## config.mk

```make
export PLATFORM = sky130hd
export DESIGN_NAME = mips_pipeline
export DESIGN_NICKNAME = d
export VERILOG_FILES = /design/src/mips_pkg.sv /design/src/instr_fetch.sv /design/src/reg_file.sv /design/src/hazard_unit.sv /design/src/decode_stage.sv /design/src/execute_stage.sv /design/src/memory_stage.sv /design/src/writeback_stage.sv /design/src/mips_pipeline.sv
export SDC_FILE = /design/constraint.sdc
export NUM_CORES = 2
export LEC_CHECK = 0
export BUFFER_PORTS_ARGS = -buffer_cell sky130_fd_sc_hd__buf_4
export CORE_ASPECT_RATIO = 0.75
export CORE_UTILIZATION = 35
export DETAILED_ROUTE_END_ITERATION = 7
export HOLD_SLACK_MARGIN = 0.02
export PLACE_DENSITY_LB_ADDON = 0.1
export REMOVE_ABC_BUFFERS = 1
export SLEW_MARGIN = 10
export SYNTH_ARGS = -nofsm -noshare
export SYNTH_HDL_FRONTEND = slang
export SYNTH_SLANG_ARGS = --single-unit
```

## constraint.sdc

```tcl
create_clock -name SYS_clk -period 3.6 [get_ports SYS_clk]
set_input_delay 0.18 -clock SYS_clk [delete_from_list [all_inputs] [get_ports SYS_clk]]
set_output_delay 0.18 -clock SYS_clk [all_outputs]
set_load 0.05 [all_outputs]
```

## src/mips_pkg.sv

```systemverilog
/* Shared widths, opcodes, funct codes and pipeline types for the MIPS pipeline.
   Every stage refers to these by scoped names. */

package mips_pkg;

    localparam int data_w     = 32;
    localparam int reg_addr_w = 5;
    localparam int dmem_depth = 64;  // data memory words

    // opcodes
    localparam logic [5:0] op_rtype = 6'h00;
    localparam logic [5:0] op_addi  = 6'h08;
    localparam logic [5:0] op_lw    = 6'h23;
    localparam logic [5:0] op_sw    = 6'h2B;

    // funct field of R-type
    localparam logic [5:0] fn_add = 6'h20;
    localparam logic [5:0] fn_sub = 6'h22;
    localparam logic [5:0] fn_and = 6'h24;
    localparam logic [5:0] fn_or  = 6'h25;
    localparam logic [5:0] fn_slt = 6'h2A;

    typedef logic [data_w-1:0]     word_t;
    typedef logic [reg_addr_w-1:0] reg_addr_t;

    typedef enum logic [2:0] {
        alu_add = 3'd0,
        alu_sub = 3'd1,
        alu_and = 3'd2,
        alu_or  = 3'd3,
        alu_slt = 3'd4
    } alu_op_t;

    // control bundle carried down the pipe, all zero is a bubble
    typedef struct packed {
        logic    reg_write;    // writes a register
        logic    mem_read;     // lw
        logic    mem_write;    // sw
        logic    mem_to_reg;   // result comes from data memory
        logic    alu_src_imm;  // second operand is the immediate
        logic    reg_dst_rd;   // dest is rd, else rt
        alu_op_t alu_op;       // op for the non R-type forms
    } ctrl_t;

endpackage

```

## src/instr_fetch.sv

```systemverilog
/* Input side of the pipeline. Takes instructions over a valid/ready handshake
   and holds the one in decode, refusing new input while decode is stalled. */

`timescale 1ns/1ps

module instr_fetch (
    input  logic            SYS_clk,
    input  logic            SYS_reset,
    input  logic            instr_valid,
    output logic            instr_ready,
    input  mips_pkg::word_t instr,
    input  logic            stall,
    output logic            f_valid,
    output mips_pkg::word_t f_instr
);

    // only a held instruction can be blocked by a stall
    assign instr_ready = ~(stall & f_valid);

    always_ff @(posedge SYS_clk)
    begin
        if (SYS_reset)
        begin
            f_valid <= 1'b0;
            f_instr <= '0;
        end
        else if (instr_ready)
        begin
            f_valid <= instr_valid;
            f_instr <= instr_valid ? instr : '0;  // zero word when idle
        end
    end

endmodule

```

## src/reg_file.sv

```systemverilog
/* 32 x 32 register file for the decode stage. Two combinational read ports,
   one write port, and a same-cycle write passes through to the reads. */

`timescale 1ns/1ps

module reg_file (
    input  logic                SYS_clk,
    input  logic                SYS_reset,
    input  mips_pkg::reg_addr_t rs_addr,
    input  mips_pkg::reg_addr_t rt_addr,
    output mips_pkg::word_t     rs_data,
    output mips_pkg::word_t     rt_data,
    input  logic                wr_en,
    input  mips_pkg::reg_addr_t wr_addr,
    input  mips_pkg::word_t     wr_data
);

    mips_pkg::word_t regs [2**mips_pkg::reg_addr_w];

    always_ff @(posedge SYS_clk)
    begin
        if (SYS_reset)
        begin
            for (int i = 0; i < 2**mips_pkg::reg_addr_w; i++)
                regs[i] <= '0;
        end
        else if (wr_en && wr_addr != '0)
            regs[wr_addr] <= wr_data;
    end

    // $0 is hardwired, writeback data bypasses the array
    assign rs_data = (rs_addr == '0)                  ? '0      :
                     (wr_en && wr_addr == rs_addr)    ? wr_data : regs[rs_addr];
    assign rt_data = (rt_addr == '0)                  ? '0      :
                     (wr_en && wr_addr == rt_addr)    ? wr_data : regs[rt_addr];

endmodule

```

## src/hazard_unit.sv

```systemverilog
/* Data hazard detection for decode. Producers in execute, and loads in memory,
   stall decode; other memory-stage writers are forwarded into decode. */

`timescale 1ns/1ps

module hazard_unit (
    input  mips_pkg::word_t     d_instr,
    input  mips_pkg::ctrl_t     ex_ctrl,
    input  mips_pkg::reg_addr_t ex_dst,
    input  mips_pkg::ctrl_t     mem_ctrl,
    input  mips_pkg::reg_addr_t mem_dst,
    output logic                stall,
    output logic                fwd_rs,
    output logic                fwd_rt
);

    logic [5:0]          opcode;
    mips_pkg::reg_addr_t rs;
    mips_pkg::reg_addr_t rt;
    logic                use_rs;
    logic                use_rt;
    logic                ex_wr;
    logic                mem_wr;
    logic                ex_hit_rs;
    logic                ex_hit_rt;
    logic                mem_hit_rs;
    logic                mem_hit_rt;

    assign opcode = d_instr[31:26];
    assign rs     = d_instr[25:21];
    assign rt     = d_instr[20:16];

    always_comb
    begin
        use_rs = 1'b0;
        use_rt = 1'b0;
        case (opcode)
            mips_pkg::op_rtype:
            begin
                use_rs = 1'b1;
                use_rt = 1'b1;
            end
            mips_pkg::op_sw:
            begin
                use_rs = 1'b1;
                use_rt = 1'b1;   // store data
            end
            mips_pkg::op_addi,
            mips_pkg::op_lw:
                use_rs = 1'b1;
            default:
            begin
                use_rs = 1'b0;
                use_rt = 1'b0;
            end
        endcase
    end

    // writes to $0 never create a dependency
    assign ex_wr  = ex_ctrl.reg_write  && ex_dst  != '0;
    assign mem_wr = mem_ctrl.reg_write && mem_dst != '0;

    assign ex_hit_rs  = ex_wr  && use_rs && (ex_dst  == rs);
    assign ex_hit_rt  = ex_wr  && use_rt && (ex_dst  == rt);
    assign mem_hit_rs = mem_wr && use_rs && (mem_dst == rs);
    assign mem_hit_rt = mem_wr && use_rt && (mem_dst == rt);

    // load data only exists after the memory stage
    assign stall  = ex_hit_rs | ex_hit_rt |
                    (mem_ctrl.mem_read & (mem_hit_rs | mem_hit_rt));
    assign fwd_rs = mem_hit_rs & ~mem_ctrl.mem_read;
    assign fwd_rt = mem_hit_rt & ~mem_ctrl.mem_read;

endmodule

```

## src/decode_stage.sv

```systemverilog
/* Decode stage. Builds the control bundle, reads and forwards the operands,
   and registers them into execute; a stall puts a bubble into execute. */

`timescale 1ns/1ps

module decode_stage (
    input  logic                SYS_clk,
    input  logic                SYS_reset,
    input  logic                f_valid,
    input  mips_pkg::word_t     f_instr,
    input  logic                stall,
    input  logic                fwd_rs,
    input  logic                fwd_rt,
    input  mips_pkg::word_t     mem_alu_result,
    input  logic                wb_reg_write,
    input  mips_pkg::reg_addr_t wb_reg,
    input  mips_pkg::word_t     wb_data,
    output mips_pkg::ctrl_t     ex_ctrl,
    output mips_pkg::reg_addr_t ex_dst,
    output mips_pkg::word_t     ex_rs_val,
    output mips_pkg::word_t     ex_rt_val,
    output mips_pkg::word_t     ex_imm,
    output logic [5:0]          ex_funct
);

    mips_pkg::ctrl_t     d_ctrl;
    mips_pkg::word_t     rs_data;
    mips_pkg::word_t     rt_data;
    mips_pkg::word_t     rs_val;
    mips_pkg::word_t     rt_val;
    mips_pkg::word_t     imm;
    mips_pkg::reg_addr_t dst;

    reg_file u_reg_file (
        .SYS_clk   (SYS_clk),
        .SYS_reset (SYS_reset),
        .rs_addr   (f_instr[25:21]),
        .rt_addr   (f_instr[20:16]),
        .rs_data   (rs_data),
        .rt_data   (rt_data),
        .wr_en     (wb_reg_write),
        .wr_addr   (wb_reg),
        .wr_data   (wb_data)
    );

    always_comb
    begin
        d_ctrl        = '0;
        d_ctrl.alu_op = mips_pkg::alu_add;  // address and addi math
        if (f_valid)
        begin
            case (f_instr[31:26])
                mips_pkg::op_rtype:
                begin
                    d_ctrl.reg_write  = 1'b1;
                    d_ctrl.reg_dst_rd = 1'b1;
                end
                mips_pkg::op_addi:
                begin
                    d_ctrl.reg_write   = 1'b1;
                    d_ctrl.alu_src_imm = 1'b1;
                end
                mips_pkg::op_lw:
                begin
                    d_ctrl.reg_write   = 1'b1;
                    d_ctrl.mem_read    = 1'b1;
                    d_ctrl.mem_to_reg  = 1'b1;
                    d_ctrl.alu_src_imm = 1'b1;
                end
                mips_pkg::op_sw:
                begin
                    d_ctrl.mem_write   = 1'b1;
                    d_ctrl.alu_src_imm = 1'b1;
                end
                default:
                    d_ctrl = '0;  // unknown opcode retires nothing
            endcase
        end
    end

    assign imm    = {{(mips_pkg::data_w-16){f_instr[15]}}, f_instr[15:0]};
    assign dst    = d_ctrl.reg_dst_rd ? f_instr[15:11] : f_instr[20:16];
    assign rs_val = fwd_rs ? mem_alu_result : rs_data;
    assign rt_val = fwd_rt ? mem_alu_result : rt_data;

    always_ff @(posedge SYS_clk)
    begin
        if (SYS_reset)
            ex_ctrl <= '0;
        else if (stall)
            ex_ctrl <= '0;  // bubble
        else
            ex_ctrl <= d_ctrl;
    end

    // payload follows ex_ctrl, ignored under a bubble
    always_ff @(posedge SYS_clk)
    begin
        ex_dst    <= dst;
        ex_rs_val <= rs_val;
        ex_rt_val <= rt_val;
        ex_imm    <= imm;
        ex_funct  <= f_instr[5:0];
    end

endmodule

```

## src/execute_stage.sv

```systemverilog
/* Execute stage. Chooses the ALU operation and second operand, runs the ALU
   and registers the result, store data and destination into memory. */

`timescale 1ns/1ps

module execute_stage (
    input  logic                SYS_clk,
    input  logic                SYS_reset,
    input  mips_pkg::ctrl_t     ex_ctrl,
    input  mips_pkg::reg_addr_t ex_dst,
    input  mips_pkg::word_t     ex_rs_val,
    input  mips_pkg::word_t     ex_rt_val,
    input  mips_pkg::word_t     ex_imm,
    input  logic [5:0]          ex_funct,
    output mips_pkg::ctrl_t     mem_ctrl,
    output mips_pkg::reg_addr_t mem_dst,
    output mips_pkg::word_t     mem_alu_result,
    output mips_pkg::word_t     mem_store_data
);

    mips_pkg::alu_op_t fn_op;
    mips_pkg::alu_op_t alu_op;
    mips_pkg::word_t   alu_b;
    mips_pkg::word_t   alu_y;

    always_comb
    begin
        case (ex_funct)
            mips_pkg::fn_add: fn_op = mips_pkg::alu_add;
            mips_pkg::fn_sub: fn_op = mips_pkg::alu_sub;
            mips_pkg::fn_and: fn_op = mips_pkg::alu_and;
            mips_pkg::fn_or:  fn_op = mips_pkg::alu_or;
            mips_pkg::fn_slt: fn_op = mips_pkg::alu_slt;
            default:          fn_op = mips_pkg::alu_add;
        endcase
    end

    // R-type decodes funct, everything else uses the bundle op
    assign alu_op = ex_ctrl.reg_dst_rd ? fn_op : ex_ctrl.alu_op;
    assign alu_b  = ex_ctrl.alu_src_imm ? ex_imm : ex_rt_val;

    always_comb
    begin
        case (alu_op)
            mips_pkg::alu_add: alu_y = ex_rs_val + alu_b;
            mips_pkg::alu_sub: alu_y = ex_rs_val - alu_b;
            mips_pkg::alu_and: alu_y = ex_rs_val & alu_b;
            mips_pkg::alu_or:  alu_y = ex_rs_val | alu_b;
            mips_pkg::alu_slt: alu_y = {{(mips_pkg::data_w-1){1'b0}},
                                        $signed(ex_rs_val) < $signed(alu_b)};
            default:           alu_y = ex_rs_val + alu_b;
        endcase
    end

    always_ff @(posedge SYS_clk)
    begin
        if (SYS_reset)
            mem_ctrl <= '0;
        else
            mem_ctrl <= ex_ctrl;
    end

    always_ff @(posedge SYS_clk)
    begin
        mem_dst        <= ex_dst;
        mem_alu_result <= alu_y;
        mem_store_data <= ex_rt_val;  // sw data is rt
    end

endmodule

```

## src/memory_stage.sv

```systemverilog
/* Memory stage. Word-addressed data memory written by sw at the end of the
   stage; lw data is read combinationally and registered into writeback. */

`timescale 1ns/1ps

module memory_stage (
    input  logic                SYS_clk,
    input  logic                SYS_reset,
    input  mips_pkg::ctrl_t     mem_ctrl,
    input  mips_pkg::reg_addr_t mem_dst,
    input  mips_pkg::word_t     mem_alu_result,
    input  mips_pkg::word_t     mem_store_data,
    output mips_pkg::ctrl_t     wb_ctrl,
    output mips_pkg::reg_addr_t wb_dst,
    output mips_pkg::word_t     wb_alu_result,
    output mips_pkg::word_t     wb_load_data
);

    mips_pkg::word_t dmem [mips_pkg::dmem_depth];

    logic [$clog2(mips_pkg::dmem_depth)-1:0] word_addr;

    // byte address in, low two bits dropped
    assign word_addr = mem_alu_result[$clog2(mips_pkg::dmem_depth)+1:2];

    always_ff @(posedge SYS_clk)
    begin
        if (mem_ctrl.mem_write)
            dmem[word_addr] <= mem_store_data;
    end

    always_ff @(posedge SYS_clk)
    begin
        if (SYS_reset)
            wb_ctrl <= '0;
        else
            wb_ctrl <= mem_ctrl;
    end

    always_ff @(posedge SYS_clk)
    begin
        wb_dst        <= mem_dst;
        wb_alu_result <= mem_alu_result;
        if (mem_ctrl.mem_read)
            wb_load_data <= dmem[word_addr];
    end

endmodule

```

## src/writeback_stage.sv

```systemverilog
/* Writeback stage, the output side. Picks load data or the ALU result and
   drives both the register file write and the retire event. */

`timescale 1ns/1ps

module writeback_stage (
    input  mips_pkg::ctrl_t     wb_ctrl,
    input  mips_pkg::reg_addr_t wb_dst,
    input  mips_pkg::word_t     wb_alu_result,
    input  mips_pkg::word_t     wb_load_data,
    output logic                wb_reg_write,
    output mips_pkg::reg_addr_t wb_reg,
    output mips_pkg::word_t     wb_data,
    output logic                retire_valid,
    output mips_pkg::reg_addr_t retire_reg,
    output mips_pkg::word_t     retire_data
);

    assign wb_data      = wb_ctrl.mem_to_reg ? wb_load_data : wb_alu_result;
    assign wb_reg       = wb_dst;
    assign wb_reg_write = wb_ctrl.reg_write && (wb_dst != '0);  // $0 never written

    // one retire per architectural register write
    assign retire_valid = wb_reg_write;
    assign retire_reg   = wb_dst;
    assign retire_data  = wb_data;

endmodule

```

## src/mips_pipeline.sv

```systemverilog
/* Top level of the five-stage integer pipeline. Instructions enter over
   valid/ready, register writes leave as retire events in program order. */

`timescale 1ns/1ps

module mips_pipeline (
    input  logic                SYS_clk,
    input  logic                SYS_reset,
    input  logic                instr_valid,
    output logic                instr_ready,
    input  mips_pkg::word_t     instr,
    output logic                retire_valid,
    output mips_pkg::reg_addr_t retire_reg,
    output mips_pkg::word_t     retire_data
);

    logic                f_valid;
    mips_pkg::word_t     f_instr;
    logic                stall;
    logic                fwd_rs;
    logic                fwd_rt;

    mips_pkg::ctrl_t     ex_ctrl;
    mips_pkg::reg_addr_t ex_dst;
    mips_pkg::word_t     ex_rs_val;
    mips_pkg::word_t     ex_rt_val;
    mips_pkg::word_t     ex_imm;
    logic [5:0]          ex_funct;

    mips_pkg::ctrl_t     mem_ctrl;
    mips_pkg::reg_addr_t mem_dst;
    mips_pkg::word_t     mem_alu_result;
    mips_pkg::word_t     mem_store_data;

    mips_pkg::ctrl_t     wb_ctrl;
    mips_pkg::reg_addr_t wb_dst;
    mips_pkg::word_t     wb_alu_result;
    mips_pkg::word_t     wb_load_data;
    logic                wb_reg_write;
    mips_pkg::reg_addr_t wb_reg;
    mips_pkg::word_t     wb_data;

    instr_fetch u_fetch (
        .SYS_clk     (SYS_clk),
        .SYS_reset   (SYS_reset),
        .instr_valid (instr_valid),
        .instr_ready (instr_ready),
        .instr       (instr),
        .stall       (stall),
        .f_valid     (f_valid),
        .f_instr     (f_instr)
    );

    hazard_unit u_hazard (
        .d_instr  (f_instr),
        .ex_ctrl  (ex_ctrl),
        .ex_dst   (ex_dst),
        .mem_ctrl (mem_ctrl),
        .mem_dst  (mem_dst),
        .stall    (stall),
        .fwd_rs   (fwd_rs),
        .fwd_rt   (fwd_rt)
    );

    decode_stage u_decode (
        .SYS_clk        (SYS_clk),
        .SYS_reset      (SYS_reset),
        .f_valid        (f_valid),
        .f_instr        (f_instr),
        .stall          (stall),
        .fwd_rs         (fwd_rs),
        .fwd_rt         (fwd_rt),
        .mem_alu_result (mem_alu_result),  // forward path
        .wb_reg_write   (wb_reg_write),
        .wb_reg         (wb_reg),
        .wb_data        (wb_data),
        .ex_ctrl        (ex_ctrl),
        .ex_dst         (ex_dst),
        .ex_rs_val      (ex_rs_val),
        .ex_rt_val      (ex_rt_val),
        .ex_imm         (ex_imm),
        .ex_funct       (ex_funct)
    );

    execute_stage u_execute (
        .SYS_clk        (SYS_clk),
        .SYS_reset      (SYS_reset),
        .ex_ctrl        (ex_ctrl),
        .ex_dst         (ex_dst),
        .ex_rs_val      (ex_rs_val),
        .ex_rt_val      (ex_rt_val),
        .ex_imm         (ex_imm),
        .ex_funct       (ex_funct),
        .mem_ctrl       (mem_ctrl),
        .mem_dst        (mem_dst),
        .mem_alu_result (mem_alu_result),
        .mem_store_data (mem_store_data)
    );

    memory_stage u_memory (
        .SYS_clk        (SYS_clk),
        .SYS_reset      (SYS_reset),
        .mem_ctrl       (mem_ctrl),
        .mem_dst        (mem_dst),
        .mem_alu_result (mem_alu_result),
        .mem_store_data (mem_store_data),
        .wb_ctrl        (wb_ctrl),
        .wb_dst         (wb_dst),
        .wb_alu_result  (wb_alu_result),
        .wb_load_data   (wb_load_data)
    );

    writeback_stage u_writeback (
        .wb_ctrl       (wb_ctrl),
        .wb_dst        (wb_dst),
        .wb_alu_result (wb_alu_result),
        .wb_load_data  (wb_load_data),
        .wb_reg_write  (wb_reg_write),
        .wb_reg        (wb_reg),
        .wb_data       (wb_data),
        .retire_valid  (retire_valid),
        .retire_reg    (retire_reg),
        .retire_data   (retire_data)
    );

endmodule

```

* Word level (Yosys, flattened, before mapping) *
Memories as Yosys holds them, arrays and structs flattened. A register that Yosys moved wholly into a read port is not among the register bits.
Cells that the tools add are included.

cells by class
  equal/unequal tests = 17
  order comparisons = 1
  reduce and logical (&&, ||, !) cells = 27
  add/sub/neg operators = 2
  bitwise operators = 12
  muxes and demuxes = 35

operators by type and width
  cell                  number
  $mux W32              10
  $pmux W32 S4          1
  $eq A6 B6 Y1 const B  6
  $add A32 B32 Y32      1
  $and A32 B32 Y32      1
  $lt A32 B32 Y1        1
  $or A32 B32 Y32       1
  $reduce_or A32 Y1     1
  $sub A32 B32 Y32      1
  $eq A5 B5 Y1          6
  $mux W5               6
  $mux W1               15
  $reduce_bool A5 Y1    3
  $logic_and A1 B1 Y1   14
  $pmux W3 S4           1
  $logic_not A5 Y1      2
  $reduce_or A3 Y1      3
  $eq A3 B2 Y1 const B  2
  $eq A6 B4 Y1 const B  1
  $logic_not A6 Y1      1
  $and A1 B1 Y1         4
  $mux W4               1
  $reduce_or A2 Y1      2
  $reduce_or A4 Y1      1
  other kinds (5)       9

storage, ports and cells
  memories = 2
  output and inout port bits = 39
  RAM bits = 3072
  register bits after elaboration = 243

memories
  name                      words  bits a word  read ports  clocked after Yosys merged registers in  wr ports  line                text
  u_memory.dmem             64     32           1           1                                        1         memory_stage.sv:19  mips_pkg::word_t dmem [mips_pkg::dmem_depth];
  u_decode.u_reg_file.regs  32     32           2           2                                        32        reg_file.sv:18      mips_pkg::word_t regs [2**mips_pkg::reg_addr_w];

* Depth between registers and ports, before layout *
  depth after elaboration = 11
  gate-level depth with buffers = 17

* Hierarchy *
A second synthesis with hierarchy kept.

second synthesis, totals
  cells, all modules = 9440
  area total of the unflattened synthesis = 147595.3 um2

by module, submodules not included
  module           area each (um2)  cells each  seq. area each (um2)  times used
  memory_stage     80244.5          4346        63380.8               1
  reg_file         54722.5          3740        30749.5               1
  execute_stage    7130.6           872         1561.5                1
  decode_stage     2911.5           209         1801.7                1
  instr_fetch      1519.0           148         660.6                 1
  writeback_stage  725.7            81          0.0                   1
  hazard_unit      341.6            44          0.0                   1

* Worst setup path after synthesis *
No wires, ideal clock.

  path type = register -> register
  start point = reg u_decode.ex_ctrl[4] (netlist name)
  end point = reg u_execute.mem_alu_result[30]
  cell stages (with the launch flop) = 15
  data arrival time = 3779 ps
  data required time = 3542 ps
  setup slack = -237 ps
  library setup time = 58 ps
  buffers on the path = 2
  cells stage by stage = dfxtp_1 clkbuf_1 clkbuf_1 mux2i_1 inv_1 fa_1 o21ba_2 nor4_1 nor4b_1 o21ai_1 a31oi_1 o31a_1 o31a_1 nor4_1 o21a_1

on the way
  cells in the longest elaborated chain, start to end = 3

ends and longest elaborated chain
  element                                         line                                      text
  $mux W32 (*)                                    execute_stage.sv:40                       assign alu_b = ex_ctrl.alu_src_imm ? ex_imm : ex_rt_val;
  $add A32 B32 Y32, or another cell as far along  execute_stage.sv:45, execute_stage.sv:51
  $pmux W32 S4 (*)                                execute_stage.sv:44                       case (alu_op)
  via u_execute.alu_y[30]                         execute_stage.sv:24                       mips_pkg::word_t alu_y;
  end signal: assignment                          execute_stage.sv:66                       mem_alu_result <= alu_y;
  end: declaration                                execute_stage.sv:17                       output mips_pkg::word_t mem_alu_result,

Mark *: on every way through the listed nets, which the timed path passes. The rest lies on a longest branch.
A chain may end at the register's enable or synchronous reset.

==> flow_summary.yaml <==
floorplan:
  initial_core_util_pct: 35.3
  die_x_um: 729
  io-pin-count: 74
  die_h_um: 547
  rows: 199
  core_area_um2: 393000
  dieArea_um2: 399000
power:
  power_mw: 101
  clkPwrFrac_pct: 36.1
  p_int_mw: 71.1
  leakage_nw: 54.4
  irDropWorstVdd_mv: 0.380
  p_seq_share_pct: 44.7
  switching_share_pct: 29.9
  p_per_area_nw_per_um2: 613
  p_comb_share_pct: 19.2
  p_switching_mw: 30.3
run:
  cap_violations: 0
placed_design:
  place_ws_ns: -0.192
  dp.cells: 14000
  place_congestion: 0.856
  place_area_um2: 153000
  dp_hpwl_um: 339000
  port_buffers: 73
yosys:
  ys_ff_latch: 3348
  avgSynthCellArea_um2: 16.3
  synth_top_family_by_area: "multiplexers"
  yosysWarnings: 0
  synth_compound_area_share_pct: 9.57
  synth_area_leader_cell: "edfxtp_1"
  synthMuxAreaShare_pct: 10.8
  synth_cells: 8522
  synth-simple-area-share_pct: 5.16
  synthArstFlopShare_pct: 0
  synth_xor_area_share_pct: 0.303
  synth.distinct_cells: 76
  synth.most_common_cell: "edfxtp_1"
  yosysSeqAreaShare_pct: 70.7
  synth_top_area_share_pct: 67.2
  synth_common_cells: "edfxtp_1, nor2_1, mux4_2"
  synth_edf_count: 3104
  syn_area_um2: 139000
  synthAdderAreaFrac_pct: 0.976
  synthFlopType: "edfxtp_1"
  ys_top_cells_by_area: "edfxtp_1, mux4_2, dfxtp_1, a22oi_1, nor2_1"
detailed_routing:
  routed_wl_um: 538000
  ant_nets: 0
  wl_per_cell_um: 36.5
  vias: 88700
  remaining_drc_errors: 0
  drtIter0Drc: 12100
  vias_per_cell: 6.02
  drtPass1Iterations: 5
run_status:
  status: "finished, violations left"
  failed_checks: "negative setup slack"
timing:
  finalWorstSetupSlack_ns: -0.00546
  setup_viol: 1
  slew_headroom_pct: 15.0
  clock_skew_ns: 0.0697
  hold_viol: 0
  period_needed_ns: 3.61
  fin_crit_sh_pct: 100
  worst_slew_pin_slew_ns: 1.27
  rsz0062_at_grt: "false"
  hold_slack_ns: 0.155
  slew_violations: 0
  fmax_ghz: 0.277
worst_hold_path:
  min_path_type: "input port to flip-flop"
grt:
  top_usage_layer: "met1"
  overflow: 0
  met1_usage_pct: 41.7
  grt_max_degree: 68
  grt_pass1_wl_um: 730000
  grt_antenna_before_repair: 32
  groute.usage.overall_pct: 26.3
  grt_use_met3_pct: 5.31
  grt_pass1_vias: 85300
  grt_util_met2_pct: 37.0
worst_setup_path:
  worstPathArrival_ns: 4.24
  crit_path_end_kind: "flip-flop"
  start_kind: "flip-flop"
  required_ns: 4.24
  critPathKind: "flip-flop to flip-flop"
  crit_fanout: 26
clocking:
  cts_tree: "built"
  cts-htree-levels: 5
  clk-insertion-delay-late_ns: 1.00
  cts_buffers: 353
  postCtsSetupBuffers: 0
  clk_pin_slew_worst_paths_ns: 0.06
  clk_path_buf_depth: 4
  cts_num_sinks: 3348
  ctsRootBufferMaster: "clkbuf_16"
finish:
  stdcell_count: 14700
  fin_nets: 9357
  final_cell_area_um2: 166000
  area_delta_synth_final_pct: 19.4
  fillers: 34900
  final_layout_size_suffix_gt1_share_pct: 25.2
-- routing by layer --
metal  wire, um  part of all wire (%)
met4      10600                   2.0
met2     225000                    42
met5         54                 0.010
met1     250000                    46
met3      52600                   9.8
-- power groups by stage --
stage	sequential, mW	combinational [mW]	clock, mW
final	45.3	19.5	36.6
after global routing	45.4	20.2	38.4
after CTS	45.3	19.2	37.1
after detailed placement	46.1	19.1	0
after global placement	46.0	19.1	0
after floorplan	45.7	8.06	0
-- cells in the final DEF (no fill, tap or decap), types with 18 or more instances in the layout --
master,count
dfxtp_2,33
nand2_1,102
a211oi_1,71
nor2_1,1055
a31oi_1,195
o211ai_1,19
clkbuf_1,71
dfxtp_1,198
clkbuf_16,359
nand2b_2,31
clkinv_1,73
inv_1,133
buf_12,190
ha_1,102
nor2_4,65
dlygate4sd3_1,65
clkbuf_8,18
a22o_1,259
nand3_1,84
a221oi_1,204
nor3_1,24
nor4_1,35
o21ai_0,44
clkinv_2,55
nand2_2,32
conb_1,32
mux4_2,640
a21oi_1,236
a22oi_1,638
edfxtp_1,3104
buf_4,768
xnor2_1,31
nand4_1,65
nor2b_1,77
mux2i_4,34
bufinv_16,28
-- sequential cells by signal, indices dropped and copies added, names as in the netlist, 16 cells and up, named ones only --
register and count:
u_execute.mem_alu_result 32, u_memory.dmem 2048, u_decode.u_reg_file.regs 1024, u_decode.ex_rt_val 32, u_execute.mem_store_data 32, u_fetch.f_instr 32, u_decode.ex_imm 16, u_memory.wb_load_data 32
u_memory.wb_alu_result 32, u_decode.ex_rs_val 32
-- worst max-delay path: stages, from the launching register on --
cell and delay (ns):
dfxtp_1 0.69, and3b_4 0.42, buf_12 0.22, buf_12 0.17
a22oi_1 0.27, a31oi_1 0.30, buf_4 0.26, nor4_1 0.45
buf_4 0.26, nand3_1 0.20
-- path summary, 6_finish.rpt --
path	endpoint	start	slack, ns	depth (start not counted)
worst max-delay path	u_memory.wb_load_data[30]	u_execute.mem_alu_result[3]	-0.005	9
worst min-delay path	flip-flop	instr[20]	0.16	4
worst max register to register	u_memory.wb_load_data[30]	u_execute.mem_alu_result[3]	-0.005	9
worst min register to register	u_execute.mem_store_data[27]	u_decode.ex_rt_val[27]	0.34	0
-- cell type report --
type / instances / area [um2] / share of cell area, %
tap: 5226 / 6540 / 3.95
clock buffer: 449 / 9510 / 5.74
clock inverter: 188 / 1750 / 1.06
timing repair buffer: 1025 / 10200 / 6.19
antenna: 12 / 30.0 / 0.0181
inverter: 135 / 509 / 0.308
sequential: 3348 / 98200 / 59.3
multi-input combinational: 4352 / 38800 / 23.4
-- kinds of logic (layout without fill, tap and decap cells) --
kind of cell,after synthesis,after routing
other,1,44
AND/OR/NAND/NOR,1656,1656
XOR/XNOR,48,48
adder cells (fa/ha/maj),107,107
flip-flops,3348,3348
multiplexers,698,698
AO/OA/AOI/OAI,1811,1811
buffers and inverters,853,1797
-- what timing repair did --
action / CTS / global route
gates resized for setup: 8 / 46
hold buffers: 65 / 0
pin swaps: 0 / 6
endpoints found under the setup margin: 10 / 24
endpoints found under the hold margin: 70 / 0
-- through the flow --
| step | TNS [ns] | utilization, % |
|---|---|---|
| 2_1_floorplan | - | - |
| 3_3_place_gp | -1.34 | 39.0 |
| 3_5_place_dp | -0.780 | 39.0 |
| 4_1_cts | 0 | 42.0 |
| 5_1_grt | 0 | 42.1 |
| 6_report | -0.00546 | 42.1 |
Note: power is estimated with default switching activity, not from simulation.
